**src/video_pkg.sv**
```systemverilog
//####################################################################
// pixel, palette and colour definitions shared by the colour mixer
// import with video_pkg::* in any module on the pixel path
//####################################################################
`default_nettype none

package video_pkg;

    // layer pixel widths, msb is the priority field
    localparam int CHAR_W = 7;     // prio, 6 bits palette and colour
    localparam int SCR_W  = 11;    // prio, 10 bits palette and colour
    localparam int OBJ_W  = 12;    // 2 bit level, 10 bits palette and colour

    localparam int NUM_LAYERS = 4; // width of gfx_en

    // palette memory
    localparam int PAL_AW    = 11;            // bit 10 selects the sprite half
    localparam int PAL_DW    = 16;            // bits 14:0 carry colour
    localparam int PAL_BW    = PAL_DW / 8;    // byte lanes per word
    localparam int PAL_DEPTH = 1 << PAL_AW;   // 2048 words

    // sprite level that beats each tile layer
    localparam logic [1:0] OBJ_LVL_CHAR = 2'd3;
    localparam logic [1:0] OBJ_LVL_SCR1 = 2'd2;
    localparam logic [1:0] OBJ_LVL_SCR2 = 2'd1;

    // colour word layout
    // each channel has a 4 bit upper part and one extra low bit
    localparam int COL_W = 5;      // output channel width
    localparam int R_POS = 0;      // red upper bits 3:0
    localparam int G_POS = 4;      // green upper bits 7:4
    localparam int B_POS = 8;      // blue upper bits 11:8
    localparam int R_LSB = 12;
    localparam int G_LSB = 13;
    localparam int B_LSB = 14;

    // bit positions inside gfx_en
    typedef enum logic [1:0] {
        layer_char = 2'd0,
        layer_scr1 = 2'd1,
        layer_scr2 = 2'd2,
        layer_obj  = 2'd3
    } layer_e;

endpackage

`default_nettype wire

```
**src/video_out.sv**
```systemverilog
//####################################################################
// palette word to 5 bit rgb, with blanking
// lhbl and lvbl delayed two pixels to line up with the colour
//####################################################################
`timescale 1ns/1ps
`default_nettype none

module video_out import video_pkg::*; (
    input  wire               clk,
    input  wire               rst_n,
    input  wire               pxl_cen,
    input  wire               lhbl,
    input  wire               lvbl,
    input  wire [PAL_DW-1:0]  pal_q,
    output logic [COL_W-1:0]  red,
    output logic [COL_W-1:0]  green,
    output logic [COL_W-1:0]  blue,
    output logic              lhbl_dly,
    output logic              lvbl_dly
);

    logic [1:0]       lhbl_sr;           // two pixel delay lines
    logic [1:0]       lvbl_sr;
    logic [COL_W-1:0] red_c;             // unpacked palette word
    logic [COL_W-1:0] green_c;
    logic [COL_W-1:0] blue_c;
    logic             vis;               // pixel being registered is visible

    // upper 4 bits then the extra low bit, per channel
    assign red_c   = {pal_q[R_POS +: COL_W-1], pal_q[R_LSB]};
    assign green_c = {pal_q[G_POS +: COL_W-1], pal_q[G_LSB]};
    assign blue_c  = {pal_q[B_POS +: COL_W-1], pal_q[B_LSB]};

    // stage 0 moves to the _dly outputs on the same edge as the colour
    assign vis = lhbl_sr[0] && lvbl_sr[0];

    always_ff @(posedge clk) begin
        if (!rst_n) begin
            lhbl_sr <= 2'b00;
            lvbl_sr <= 2'b00;
            red     <= '0;
            green   <= '0;
            blue    <= '0;
        end else if (pxl_cen) begin
            lhbl_sr <= {lhbl_sr[0], lhbl};
            lvbl_sr <= {lvbl_sr[0], lvbl};
            if (vis) begin
                red   <= red_c;
                green <= green_c;
                blue  <= blue_c;
            end else begin
                red   <= '0;              // blanked
                green <= '0;
                blue  <= '0;
            end
        end
    end

    assign lhbl_dly = lhbl_sr[1];
    assign lvbl_dly = lvbl_sr[1];

endmodule

`default_nettype wire

```
**config.mk**
```make
export PLATFORM = sky130hd
export DESIGN_NAME = video_out
export DESIGN_NICKNAME = d
export VERILOG_FILES = /design/src/video_pkg.sv /design/src/video_out.sv
export SDC_FILE = /design/constraint.sdc
export NUM_CORES = 1
export LEC_CHECK = 0
export BUFFER_PORTS_ARGS = -buffer_cell sky130_fd_sc_hd__buf_2
export CAP_MARGIN = 40
export CELL_PAD_IN_SITES_DETAIL_PLACEMENT = 1
export CELL_PAD_IN_SITES_GLOBAL_PLACEMENT = 2
export CORE_ASPECT_RATIO = 0.9
export CORE_MARGIN = 2
export CORE_UTILIZATION = 27
export DETAILED_ROUTE_END_ITERATION = 8
export HOLD_SLACK_MARGIN = 0.03
export MAX_ROUTING_LAYER = met4
export PLACE_DENSITY_LB_ADDON = 0.1
export SLEW_MARGIN = 20
export SYNTH_ARGS = -nofsm -noshare
export SYNTH_HDL_FRONTEND = slang
export SYNTH_SLANG_ARGS = --single-unit
```
**constraint.sdc**
```tcl
create_clock -name clk -period 1.09 [get_ports clk]
set_input_delay 0.218 -clock clk [delete_from_list [all_inputs] [get_ports clk]]
set_output_delay 0.218 -clock clk [all_outputs]
set_load 0.005 [all_outputs]
```
; ---- After elaboration in Yosys (flattened, before gate mapping)
; Index checks and enable logic that the tools add are counted.
[classes]
n_addsub = 0
n_mul = 0
div = 0
magnitude_cmp = 0
n_eq_ne = 0
shifts = 0
muxes = 3
bitwise_logic = 0
reduce_logical = 1
[ops]
columns = operator, count
row1 = $mux W5, 3
row2 = $logic_and A1 B1 Y1, 1
[totals]
reg_bits = 19
latch_bits = 0
ram_bits = 0
mem_bits_ro = 0
input_bits = 21
out_inout_bits = 17
n_memories = 0

; ---- Depth between registers and ports, before layout
; Gate-level depths: netlist of run 1.
[logic_depth]
word_depth = 2
depth_mapped = 4
mapped_depth_nobuf = 2

; ---- Worst setup path after synthesis of run 1
; OpenSTA, ideal clock, no wires.
[synth_path]
kind = flip-flop to flip-flop
start = register lhbl_sr[0]
end = register blue[2]
setup_time_ns = 0.066
arrival_ns = 0.776
required_ns = 1.024
path_slack_ns = 0.248
stages_incl_launch_ff = 5
synth_period_minus_slack_ns = 0.842
cell_sequence = dfxtp_1 -> buf_2 -> buf_6 -> nand4_1 -> a21boi_2
[synth_via]
elab_chain_len = 2
[synth_rtl]
columns = element, line
row1 = "start, declared", video_out.sv:22  ; logic [1:0] lhbl_sr;
row2 = "start signal, assigned", video_out.sv:45  ; lhbl_sr <= {lhbl_sr[0], lhbl};
row3 = $logic_and A1 B1 Y1, video_out.sv:35  ; assign vis = lhbl_sr[0] && lvbl_sr[0];
row4 = $mux W5, video_out.sv:47  ; if (vis) begin
row5 = "end signal, assigned", video_out.sv:50  ; blue <= blue_c;
row6 = "end, declared", video_out.sv:17  ; output logic [COL_W-1:0] blue,
; No other way between the ends.
; A chain may end at the register's enable or synchronous reset.

; ---- Final worst setup path of run 1
[layout_path]
start = register blue[3]
end = output port blue[3]
; No word-level cell between the ends.

==> reports/qor.yml, run 1 <==
setup_path:
  worstSetupStartpointType: "register"
  r2r_cells: 3
  slowest_delay_ns: 0.39
  setup.worst_path.class: "register to output pin"
  ff2ff_setup_slack_ns: 0.21
  crit_chain: "buf_2"
  crit_slowest_cell: "dfxtp_1"
  r2r-end: "blue[4]$_SDFFE_PN0P_"
  end_kind: "output pin"
  critPathRequiredTime_ns: 0.87
  crit_start: "blue[3]$_SDFFE_PN0P_"
  cp_data_arrival_time_ns: 0.82
  worst-path-buf-inv: 1
  cp-endpoint: "blue[3]"
  path_delay_family: "flip-flops"
  r2r_start: "lhbl_sr[0]$_SDFFE_PN0P_"
  path_depth: 1
  crit_fanout: 2
sta:
  max_freq_ghz: 0.965
  fin_crit_ns: 1.04
  tns_ns: 0
  hold_viol_final: 0
  setup_violations: 0
  max_slew_margin: 0.813
  finClkSkew_ns: 0.00401
  tightestPinTransition_ns: 0.280
  slew_violations: 0
  grt_setup_unrepaired: "false"
  period_share: 0.951
synthesis:
  ys_warn_count: 0
  post_synth_mux_area_share: 0.0453
  synth.avg_cell_area_sq_um: 10.9
  synth_area_sq_um: 883
  async_flop_share: 0
  seq_area_frac_synth: 0.431
  ys_seq_elements: 19
  synth_area_leaders: "dfxtp_1 43%, nand4_1 11%, nand2b_4 7.8%"
  yosys.area_share.adder: 0
  syn_nets: 102
  ys.flop_type: "dfxtp_1"
  synth_cell_type_count: 11
  synthTopCellsByCount: "19 x dfxtp_1, 15 x nand4_1, 10 x nand2b_1"
  synth-edff-count: 0
  synth.top_cell.area_share: 0.431
  synth_top_family_by_area: "simple AND/OR/NAND/NOR gates"
  netlist_instances: 81
  yosysMostFrequentCell: "dfxtp_1"
  synth-simple-area-share: 0.283
  yosysTopAreaCell: "dfxtp_1"
  synth_compound_area_frac: 0.153
  synth_xor_area_frac: 0
drt:
  dr.pass1.iters: 2
  drc_errors: 0
  avgRoutedWirePerCell_um: 12.4
  via_count: 734
  final_antenna_net_count: 0
  routed_wl_um: 1970
  via_per_inst: 4.62
  drt_iter0_markers: 4
floorplanning:
  core_sq_mm: 0.00309
  die_h_um: 58.3
  start_util: 0.286
  die_w_um: 64.3
  row_count: 19
  io_pins: 38
  die_area_sq_mm: 0.00375
clock_network:
  clk_path_buf_depth: 2
  cts_htree_levels: 1
  cts_tree: "built"
  numCtsBuffers: 3
  worstSkewPairLatency_ns: 0.30
  cts_setup_buffers: 0
  root_buffer: "clkbuf_4"
  clock_sinks: 19
  clkSlewWorstSetupHoldPaths_ns: 0.11
global_route:
  grtUsageTotal: 0.116
  grt_pass1_vias: 667
  grt_max_degree: 35
  grt_pass1_wl_um: 3130
  grt_overflow: 0
  grt_antenna_before_repair: 0
outcome:
  status: "finished clean"
power_and_ir_drop:
  ir_drop_uv: 555
  static-leakage-power_nw: 0.483
  powerDensity_mw_per_mm2: 1090
finish:
  post-route-util: 0.362
  regArea_sq_um: 385
  syn_to_final_growth_pct: 26.8
  stdcell_area_sq_mm: 0.00112
  finalNetCount: 139
  multiInputGateArea_sq_um: 425
  n_antenna_cell: 0
  post_route_cells_drive_above_1_share: 0.504
  num-fill-cells: 381
placed_design:
  io_buffers: 36
  place.gp.congestion: 0.613
  place_hpwl_um: 1340
  dpl_cell_area_sq_mm: 0.00109
job:
  cap_violations: 0
worst_hold_path:
  hold_path_class: "input port to register"
-- worst min-delay path: stages --
cell      delay [ns]
buf_2           0.09
nand4_1         0.07
a21boi_1        0.05
-- layout by cell type (no fill, tap or decap), drive strengths merged --
cell	Yosys	layout
mux2i	4	4
nand2b	15	15
dfxtp	19	19
a21boi	15	15
clkbuf	0	4
nor2b	4	4
nand4	15	15
buf	9	41
-- logic make-up (layout without fill, tap and decap cells) --
family | after synthesis | count (layout)
multiplexers | 4 | 4
AO/OA/AOI/OAI | 15 | 15
flip-flops | 19 | 19
buffers and inverters | 9 | 45
AND/OR/NAND/NOR | 34 | 34
-- power breakdown --
part           total, mW  internal, mW  leakage [nW]  switching, mW
clock              0.360         0.143        0.0150          0.217
sequential         0.709         0.704         0.156        0.00506
combinational      0.147        0.0798         0.312         0.0673
-- per-layer routing --
metal  GRT usage  vias to the layer above  part of all wire
li1            -                      360                 -
met1       0.135                      345              0.45
met2       0.182                       25              0.46
met3      0.0369                        4             0.070
met4      0.0547                        0             0.018
met5           -                        -                 0
-- sequential cells by signal, summed over array words and instances (netlist names) --
signal,cells
blue,5
green,5
red,5
lhbl_sr,2
lvbl_sr,2
-- worst min-delay path by stage --
stage                        startpoint              endpoint  slack, ns  depth (start not counted)
finish                        pal_q[14]  blue[0]$_SDFFE_PN0P_       0.17                          3
global route                   pal_q[1]   red[2]$_SDFFE_PN0P_       0.16                          3
CTS                           pal_q[14]  blue[0]$_SDFFE_PN0P_       0.16                          3
detailed placement  red[3]$_SDFFE_PN0P_   red[3]$_SDFFE_PN0P_       0.46                          2
global placement    red[1]$_SDFFE_PN0P_   red[1]$_SDFFE_PN0P_       0.46                          2
floorplan                         rst_n  blue[0]$_SDFFE_PN0P_       0.37                          1
-- through the flow --
stage          hold WS [ns]  total power [mW]  cells  setup WS [ns]
6_report              0.172              1.22    159         0.0535
4_1_cts               0.155              1.25    159         0.0226
3_3_place_gp          0.456             0.872    155          0.219
2_1_floorplan         0.371             0.819     81          0.248
5_1_grt               0.161              1.29    159        0.00648
3_5_place_dp          0.457             0.876    155          0.173
-- repair_timing --
action	4_1_cts	5_1_grt
hold endpoints to repair	0	0
resized for setup	0	4
endpoints found under the setup margin	0	4
hold buffers	0	0
-- area by class of cell --
cell class / count / area share
well taps: 42 / 0.0469
repair buffers: 41 / 0.206
multi-input cells: 53 / 0.380
flip-flops and latches: 19 / 0.344
clock buffers: 4 / 0.0235
Note: power is estimated with default switching activity, not from simulation.
==> inputs of run 2 (changes only) <==
--- a/config.mk
+++ b/config.mk
@@ -5,18 +5,17 @@
 export SDC_FILE = /design/constraint.sdc
 export NUM_CORES = 1
 export LEC_CHECK = 0
+export ABC_AREA = 1
 export BUFFER_PORTS_ARGS = -buffer_cell sky130_fd_sc_hd__buf_2
 export CAP_MARGIN = 40
 export CELL_PAD_IN_SITES_DETAIL_PLACEMENT = 1
 export CELL_PAD_IN_SITES_GLOBAL_PLACEMENT = 2
-export CORE_ASPECT_RATIO = 0.9
 export CORE_MARGIN = 2
-export CORE_UTILIZATION = 27
+export CORE_UTILIZATION = 22
 export DETAILED_ROUTE_END_ITERATION = 8
 export HOLD_SLACK_MARGIN = 0.03
 export MAX_ROUTING_LAYER = met4
 export PLACE_DENSITY_LB_ADDON = 0.1
-export SLEW_MARGIN = 20
 export SYNTH_ARGS = -nofsm -noshare
 export SYNTH_HDL_FRONTEND = slang
 export SYNTH_SLANG_ARGS = --single-unit
==> run 2 against run 1 <==
Sequential share of layout area up 0.093 points. Clock skew is 0.011 ns higher. Critical path type unchanged. Critical endpoint is now green[3]. Register-to-register slack worse by 0.05 ns.
==> reports/qor.yml, run 2 <==
outcome:
  status: "finished clean"
synthesis:
  syn_nets: 150  # +47%
  synth_cell_type_count: 11  # unchanged
  yosysTopAreaCell: "dfxtp_1"
  synth_area_sq_um: 832  # -5.8%
  yosysMostFrequentCell: "nor2_1"
  synth_area_leaders: "dfxtp_1 46%, nor2_1 29%, nand2_1 8.1%"
  synthTopCellsByCount: "64 x nor2_1, 19 x dfxtp_1, 18 x nand2_1"
  ys_seq_elements: 19  # unchanged
  synth.avg_cell_area_sq_um: 6.45  # -41%
  ys.flop_type: "dfxtp_1"
  synth-edff-count: 0  # unchanged
  ys_warn_count: 0  # unchanged
  synth.top_cell.area_share: 0.457  # +0.0265
  netlist_instances: 129  # +59%
  async_flop_share: 0  # unchanged
  seq_area_frac_synth: 0.457  # +0.0265
setup_path:
  worstSetupStartpointType: "register"
  r2r-end: "blue[2]$_SDFFE_PN0P_"
  crit_chain: "buf_2"
  end_kind: "output pin"
  cp-endpoint: "green[3]"
  ff2ff_setup_slack_ns: 0.16  # -0.05 ns
  critPathRequiredTime_ns: 0.87  # about the same
  setup.worst_path.class: "register to output pin"
  slowest_delay_ns: 0.35  # -0.04 ns
  path_delay_family: "flip-flops"
  r2r_start: "lhbl_sr[0]$_SDFFE_PN0P_"
  crit_fanout: 2  # unchanged
  crit_slowest_cell: "dfxtp_1"
  r2r_cells: 4  # +1
  crit_start: "green[3]$_SDFFE_PN0P_"
  path_depth: 1  # unchanged
  worst-path-buf-inv: 1  # unchanged
  cp_data_arrival_time_ns: 0.73  # -0.09 ns
clock_network:
  cts_resized: 0  # unchanged
  ctsHoldBuffers: 0  # unchanged
  numCtsBuffers: 3  # unchanged
  cts_tree: "built"
  cts_htree_levels: 1  # unchanged
  root_buffer: "clkbuf_8"
  clkSlewWorstSetupHoldPaths_ns: 0.09  # -0.02 ns
  worstSkewPairLatency_ns: 0.26  # -0.04 ns
  clk_path_buf_depth: 2  # unchanged
  cts_setup_buffers: 0  # unchanged
  clock_sinks: 19  # unchanged
sta:
  tightestPinTransition_ns: 0.333  # +0.0525 ns
  finClkSkew_ns: 0.0152  # +0.0111 ns
  grt_setup_unrepaired: "false"
  hold_viol_final: 0  # unchanged
  fin_crit_ns: 0.948  # -0.0889 ns
  max_freq_ghz: 1.06  # +9.4%
  period_share: 0.869  # -0.0816
  max_slew_margin: 0.777  # -0.0358
  setup_violations: 0  # unchanged
  slew_violations: 0  # unchanged
  tns_ns: 0  # unchanged
power_and_ir_drop:
  powerDensity_mw_per_mm2: 1230  # +13%
  ir_drop_uv: 309  # -44%
  static-leakage-power_nw: 0.512  # +6.1%
placed_design:
  place.gp.congestion: 0.725  # +18%
  place_inst: 212  # +37%
  dpl_cell_area_sq_mm: 0.00106  # -3.0%
  io_buffers: 36  # unchanged
  place_hpwl_um: 1570  # +17%
worst_hold_path:
  hold_path_class: "input port to register"
  worstHoldStart: "lvbl"
drt:
  avgRoutedWirePerCell_um: 10.0  # -19%
  via_per_inst: 3.91  # -15%
  drc_errors: 0  # unchanged
  drt_iter0_markers: 6  # +2
  routed_wl_um: 2160  # +9.9%
  via_count: 845  # +15%
  dr.pass1.iters: 3  # +1
  final_antenna_net_count: 0  # unchanged
floorplanning:
  die_h_um: 65.5  # +12%
  core_sq_mm: 0.00366  # +18%
  die_w_um: 65.5  # +1.9%
  io_pins: 38  # unchanged
  start_util: 0.227  # -0.0586
  die_area_sq_mm: 0.00429  # +15%
  row_count: 22  # +3
finish:
  finalNonFillerCells: 216  # +36%
  finalNetCount: 190  # +37%
  syn_to_final_growth_pct: 32.5
  n_antenna_cell: 0  # unchanged
  post-route-util: 0.301  # -0.0613
  biggestRegsByFlops: "blue x5, green x5, red x5"
  post_route_cells_drive_above_1_share: 0.280  # -0.225
  mostFrequentLayoutCell: "nor2_1"
  final_cell_mix: "64 x nor2_1, 36 x buf_2, 19 x dfxtp_1"
  stdcell_area_sq_mm: 0.00110  # -1.6%
global_route:
  grt_overflow: 0  # unchanged
  grt_pass1_wl_um: 3600  # +15%
  grtUsageTotal: 0.114  # -0.00144
  grt_max_degree: 18  # -49%
  grt_antenna_before_repair: 0  # unchanged
  grt_pass1_vias: 839  # +26%
job:
  cap_violations: 0  # unchanged
-- run 2: cell types whose count changed after synthesis, moves of 2 or more --
cell and change:
nor2_1 +64, nor2b_1 -4, mux2i_1 -4, nand4_1 -15, a21oi_1 +2, a21boi_1 -9
o21ai_0 +2, nand2b_1 -10, nand2b_4 -5, inv_1 +16, a21boi_2 -6, nand2_1 +18
-- run 2: final cells by class --
| type | count | area, sq um |
|---|---|---|
| tap | 48 | 60.1 |
| inverter | 17 | 63.8 |
| multi-input combinational | 87 | 334 |
| sequential | 19 | 380 |
| timing repair buffer | 41 | 218 |
| clock inverter | 1 | 5.00 |
| fill | 501 | 2560 |
| clock buffer | 3 | 41.3 |
-- run 2: cell families (layout without fill, tap and decap cells) --
logic type / after synthesis / count (layout) / synth area share
compound gates: 4 / 4 / 0.0241
buf+inv: 23 / 62 / 0.141
flops: 19 / 19 / 0.457
simple gates: 83 / 83 / 0.377
-- run 2: worst min path at each step --
stage               cells past startpoint  slack [ns]                       to
finish                                  3        0.18  lvbl_sr[0]$_SDFFE_PN0P_
global route                            3        0.21  lvbl_sr[0]$_SDFFE_PN0P_
CTS                                     3        0.19  lvbl_sr[0]$_SDFFE_PN0P_
detailed placement                      3        0.45  lhbl_sr[0]$_SDFFE_PN0P_
global placement                        3        0.44  lhbl_sr[0]$_SDFFE_PN0P_
floorplan                               2        0.35  lhbl_sr[0]$_SDFFE_PN0P_
-- run 2: power breakdown --
group | switching [mW] | internal (mW)
sequential | 0.00700 | 0.707
clock | 0.251 | 0.254
combinational | 0.0763 | 0.0582
-- run 2: per-layer routing --
layer / wire [um] / global-route usage
met1: 1000 / 0.128
met2: 1040 / 0.198
met3: 102 / 0.0240
met4: 21 / 0.0469
met5: 0 / -
-- run 2: stage by stage --
stage	worst slack, ns	total power, mW	hold WS [ns]
after floorplan	0.241	0.806	0.353
after global placement	0.101	0.868	0.443
after detailed placement	0.0945	0.870	0.454
after CTS	0.122	1.38	0.191
after global routing	0.0353	1.43	0.207
final	0.142	1.35	0.184
==> inputs of run 3 (changes only) <==
--- a/config.mk
+++ b/config.mk
@@ -5,17 +5,17 @@
 export SDC_FILE = /design/constraint.sdc
 export NUM_CORES = 1
 export LEC_CHECK = 0
-export ABC_AREA = 1
 export BUFFER_PORTS_ARGS = -buffer_cell sky130_fd_sc_hd__buf_2
 export CAP_MARGIN = 40
 export CELL_PAD_IN_SITES_DETAIL_PLACEMENT = 1
 export CELL_PAD_IN_SITES_GLOBAL_PLACEMENT = 2
 export CORE_MARGIN = 2
-export CORE_UTILIZATION = 22
+export CORE_UTILIZATION = 27
 export DETAILED_ROUTE_END_ITERATION = 8
 export HOLD_SLACK_MARGIN = 0.03
 export MAX_ROUTING_LAYER = met4
 export PLACE_DENSITY_LB_ADDON = 0.1
+export SETUP_SLACK_MARGIN = 0.1
 export SYNTH_ARGS = -nofsm -noshare
 export SYNTH_HDL_FRONTEND = slang
 export SYNTH_SLANG_ARGS = --single-unit
==> constraint.sdc (replaced) <==
create_clock -name clk -period 0.9 [get_ports clk]
set_input_delay 0.18 -clock clk [delete_from_list [all_inputs] [get_ports clk]]
set_output_delay 0.18 -clock clk [all_outputs]
set_load 0.005 [all_outputs]
==> run 3 against run 2 <==
The run now ends with negative setup slack left. Via count decreased by 9.9%. Critical path depth is the same. Core utilization rose by 12 points. Non-clock buffer count rose by 9. Clock power shrank 15%. Worst hold slack worse by 0.054 ns. Power rose by 11%. First-iteration DRC count rose to 5.7 times the previous value. Critical path type unchanged. Largest cell class is now multi-input gates. Largest power group unchanged.
==> reports/qor.yml, run 3 (synthesis results as in run 1) <==
outcome:
  status: "finished, violations left"
  violations: "negative setup slack"
floorplanning:
  die_area_sq_mm: 0.00375  # -13%
  row_count: 20  # -9.1%
  io_pins: 38  # unchanged
  core_sq_mm: 0.00308  # -16%
  die_w_um: 61.2  # -6.6%
  die_h_um: 61.2  # -6.6%
  start_util: 0.287  # +0.0597
placed_design:
  place.gp.congestion: 0.620  # -15%
  pre_cts_slack_ns: 0.0622  # -0.0324 ns
  io_buffers: 36  # unchanged
  place_hpwl_um: 1430  # -8.4%
  place_inst: 160  # -25%
global_route:
  grtUsageMet1: 0.133  # +0.00543
  grt_max_degree: 20  # +2
  grt_overflow: 0  # unchanged
  grt_antenna_before_repair: 0  # unchanged
  grt_pass1_wl_um: 3090  # -14%
  use_met2: 0.207  # +0.00898
  grt_use_met3: 0.0441  # +0.0201
  busiest_layer: "met2"
  grt_pass1_vias: 682  # -19%
  grtUsageTotal: 0.121  # +0.00659
setup_path:
  slowest_delay_ns: 0.35  # about the same
  end_kind: "output pin"
  r2r_cells: 3  # -1
  ff2ff_setup_slack_ns: 0.08  # -0.08 ns
  worstSetupStartpointType: "register"
  path_depth: 1  # unchanged
  crit_start: "blue[1]$_SDFFE_PN0P_"
  r2r_start: "lvbl_sr[0]$_SDFFE_PN0P_"
  r2r-end: "blue[0]$_SDFFE_PN0P_"
  crit_slowest_cell: "dfxtp_2"
  path_delay_family: "flip-flops"
  worst-path-buf-inv: 1  # unchanged
  critPathRequiredTime_ns: 0.72  # -0.15 ns
  cp-endpoint: "blue[1]"
  crit_chain: "buf_6"
  cp_data_arrival_time_ns: 0.76  # +0.03 ns
  crit_fanout: 2  # unchanged
  setup.worst_path.class: "register to output pin"
finish:
  post-route-util: 0.421  # +0.120
  final_cell_mix: "29 x buf_2, 18 x dfxtp_2, 15 x nand4_1"
  finalNonFillerCells: 170  # -21%
  post_route_cells_drive_above_1_share: 0.675  # +0.395
  finalNetCount: 148  # -22%
  syn_to_final_growth_pct: 46.6
  num-fill-cells: 372  # -26%
  mostFrequentLayoutCell: "buf_2"
  biggestRegsByFlops: "blue x5, green x5, red x5"
  n_antenna_cell: 0  # unchanged
power_and_ir_drop:
  static-leakage-power_nw: 0.555  # +8.3%
  powerDensity_mw_per_mm2: 1160  # -5.6%
  p_total_mw: 1.50  # +11%
  ir_drop_uv: 693  # +120%
clock_network:
  clock_sinks: 19  # unchanged
  worstSkewPairLatency_ns: 0.30  # +0.04 ns
  cts_htree_levels: 1  # unchanged
  root_buffer: "clkbuf_4"
  clkSlewWorstSetupHoldPaths_ns: 0.11  # +0.02 ns
  clk_path_buf_depth: 2  # unchanged
  numCtsBuffers: 3  # unchanged
  cts_tree: "built"
  ctsHoldBuffers: 0  # unchanged
sta:
  grt_setup_unrepaired: "true"
  slew_violations: 0  # unchanged
  fin_crit_ns: 0.937
  hold_viol_final: 0  # unchanged
  period_share: 1.04
  max_slew_margin: 0.814  # +0.0370
  tightestPinTransition_ns: 0.279  # -0.0544 ns
  whs_ns: 0.130  # -0.0537 ns
  fin_ws_ns: -0.0368  # -0.179 ns
  setup_violations: 17  # +17
  max_freq_ghz: 1.07
  finClkSkew_ns: 0.00660  # -0.00856 ns
drt:
  via_per_inst: 4.48  # +14%
  routed_wl_um: 1980  # -8.2%
  drc_errors: 0  # unchanged
  via_count: 761  # -9.9%
  dr.pass1.iters: 2  # -1
  avgRoutedWirePerCell_um: 11.7  # +17%
  drt_iter0_markers: 34  # +28
  final_antenna_net_count: 0  # unchanged
worst_hold_path:
  hold_path_class: "input port to register"
job:
  cap_violations: 0  # unchanged
-- run 3: routing by layer --
metal,up-vias,wire length (um)
li1,374,-
met1,360,781
met2,25,1040
met3,2,146
met4,0,15
met5,-,0
-- run 3: timing repair --
| item | in CTS | in global routing |
|---|---|---|
| pin swaps | 9 | 9 |
| resized for setup | 23 | 11 |
| setup buffers | 5 | 1 |
| setup endpoints to repair | 31 | 33 |
| cloned | 0 | 0 |
-- run 3: area by class of cell --
class | instances | area [sq um] | area share
clock inverters | 1 | 5.00 | 0.00386
clock buffers | 3 | 22.5 | 0.0174
multi-input cells | 53 | 429 | 0.331
well taps | 44 | 55.1 | 0.0425
flip-flops and latches | 19 | 407 | 0.314
repair buffers | 50 | 377 | 0.291
-- run 3: power breakdown --
| group | switching, mW | leakage [nW] | internal, mW | total [mW] |
|---|---|---|---|---|
| clock | 0.265 | 0.0177 | 0.165 | 0.430 |
| combinational | 0.0821 | 0.374 | 0.125 | 0.207 |
| sequential | 0.0102 | 0.163 | 0.852 | 0.862 |
| total | 0.357 | 0.555 | 1.14 | 1.50 |
-- run 3: through the flow --
stage | cell area (sq um) | TNS [ns]
after floorplan | 897 | 0
after global placement | 1130 | 0
after detailed placement | 1130 | 0
after CTS | 1230 | -0.737
after global routing | 1290 | -1.15
final | 1290 | -0.380
-- run 3: worst min path at each step --
stage                              startpoint              endpoint  slack [ns]  cells after the start
final                               pal_q[12]   red[0]$_SDFFE_PN0P_        0.13                      3
after global routing                pal_q[12]   red[0]$_SDFFE_PN0P_        0.10                      3
after CTS                           pal_q[12]   red[0]$_SDFFE_PN0P_        0.12                      3
after detailed placement  red[3]$_SDFFE_PN0P_   red[3]$_SDFFE_PN0P_        0.46                      2
after global placement              pal_q[12]   red[0]$_SDFFE_PN0P_        0.45                      3
after floorplan                         rst_n  blue[0]$_SDFFE_PN0P_        0.33                      1
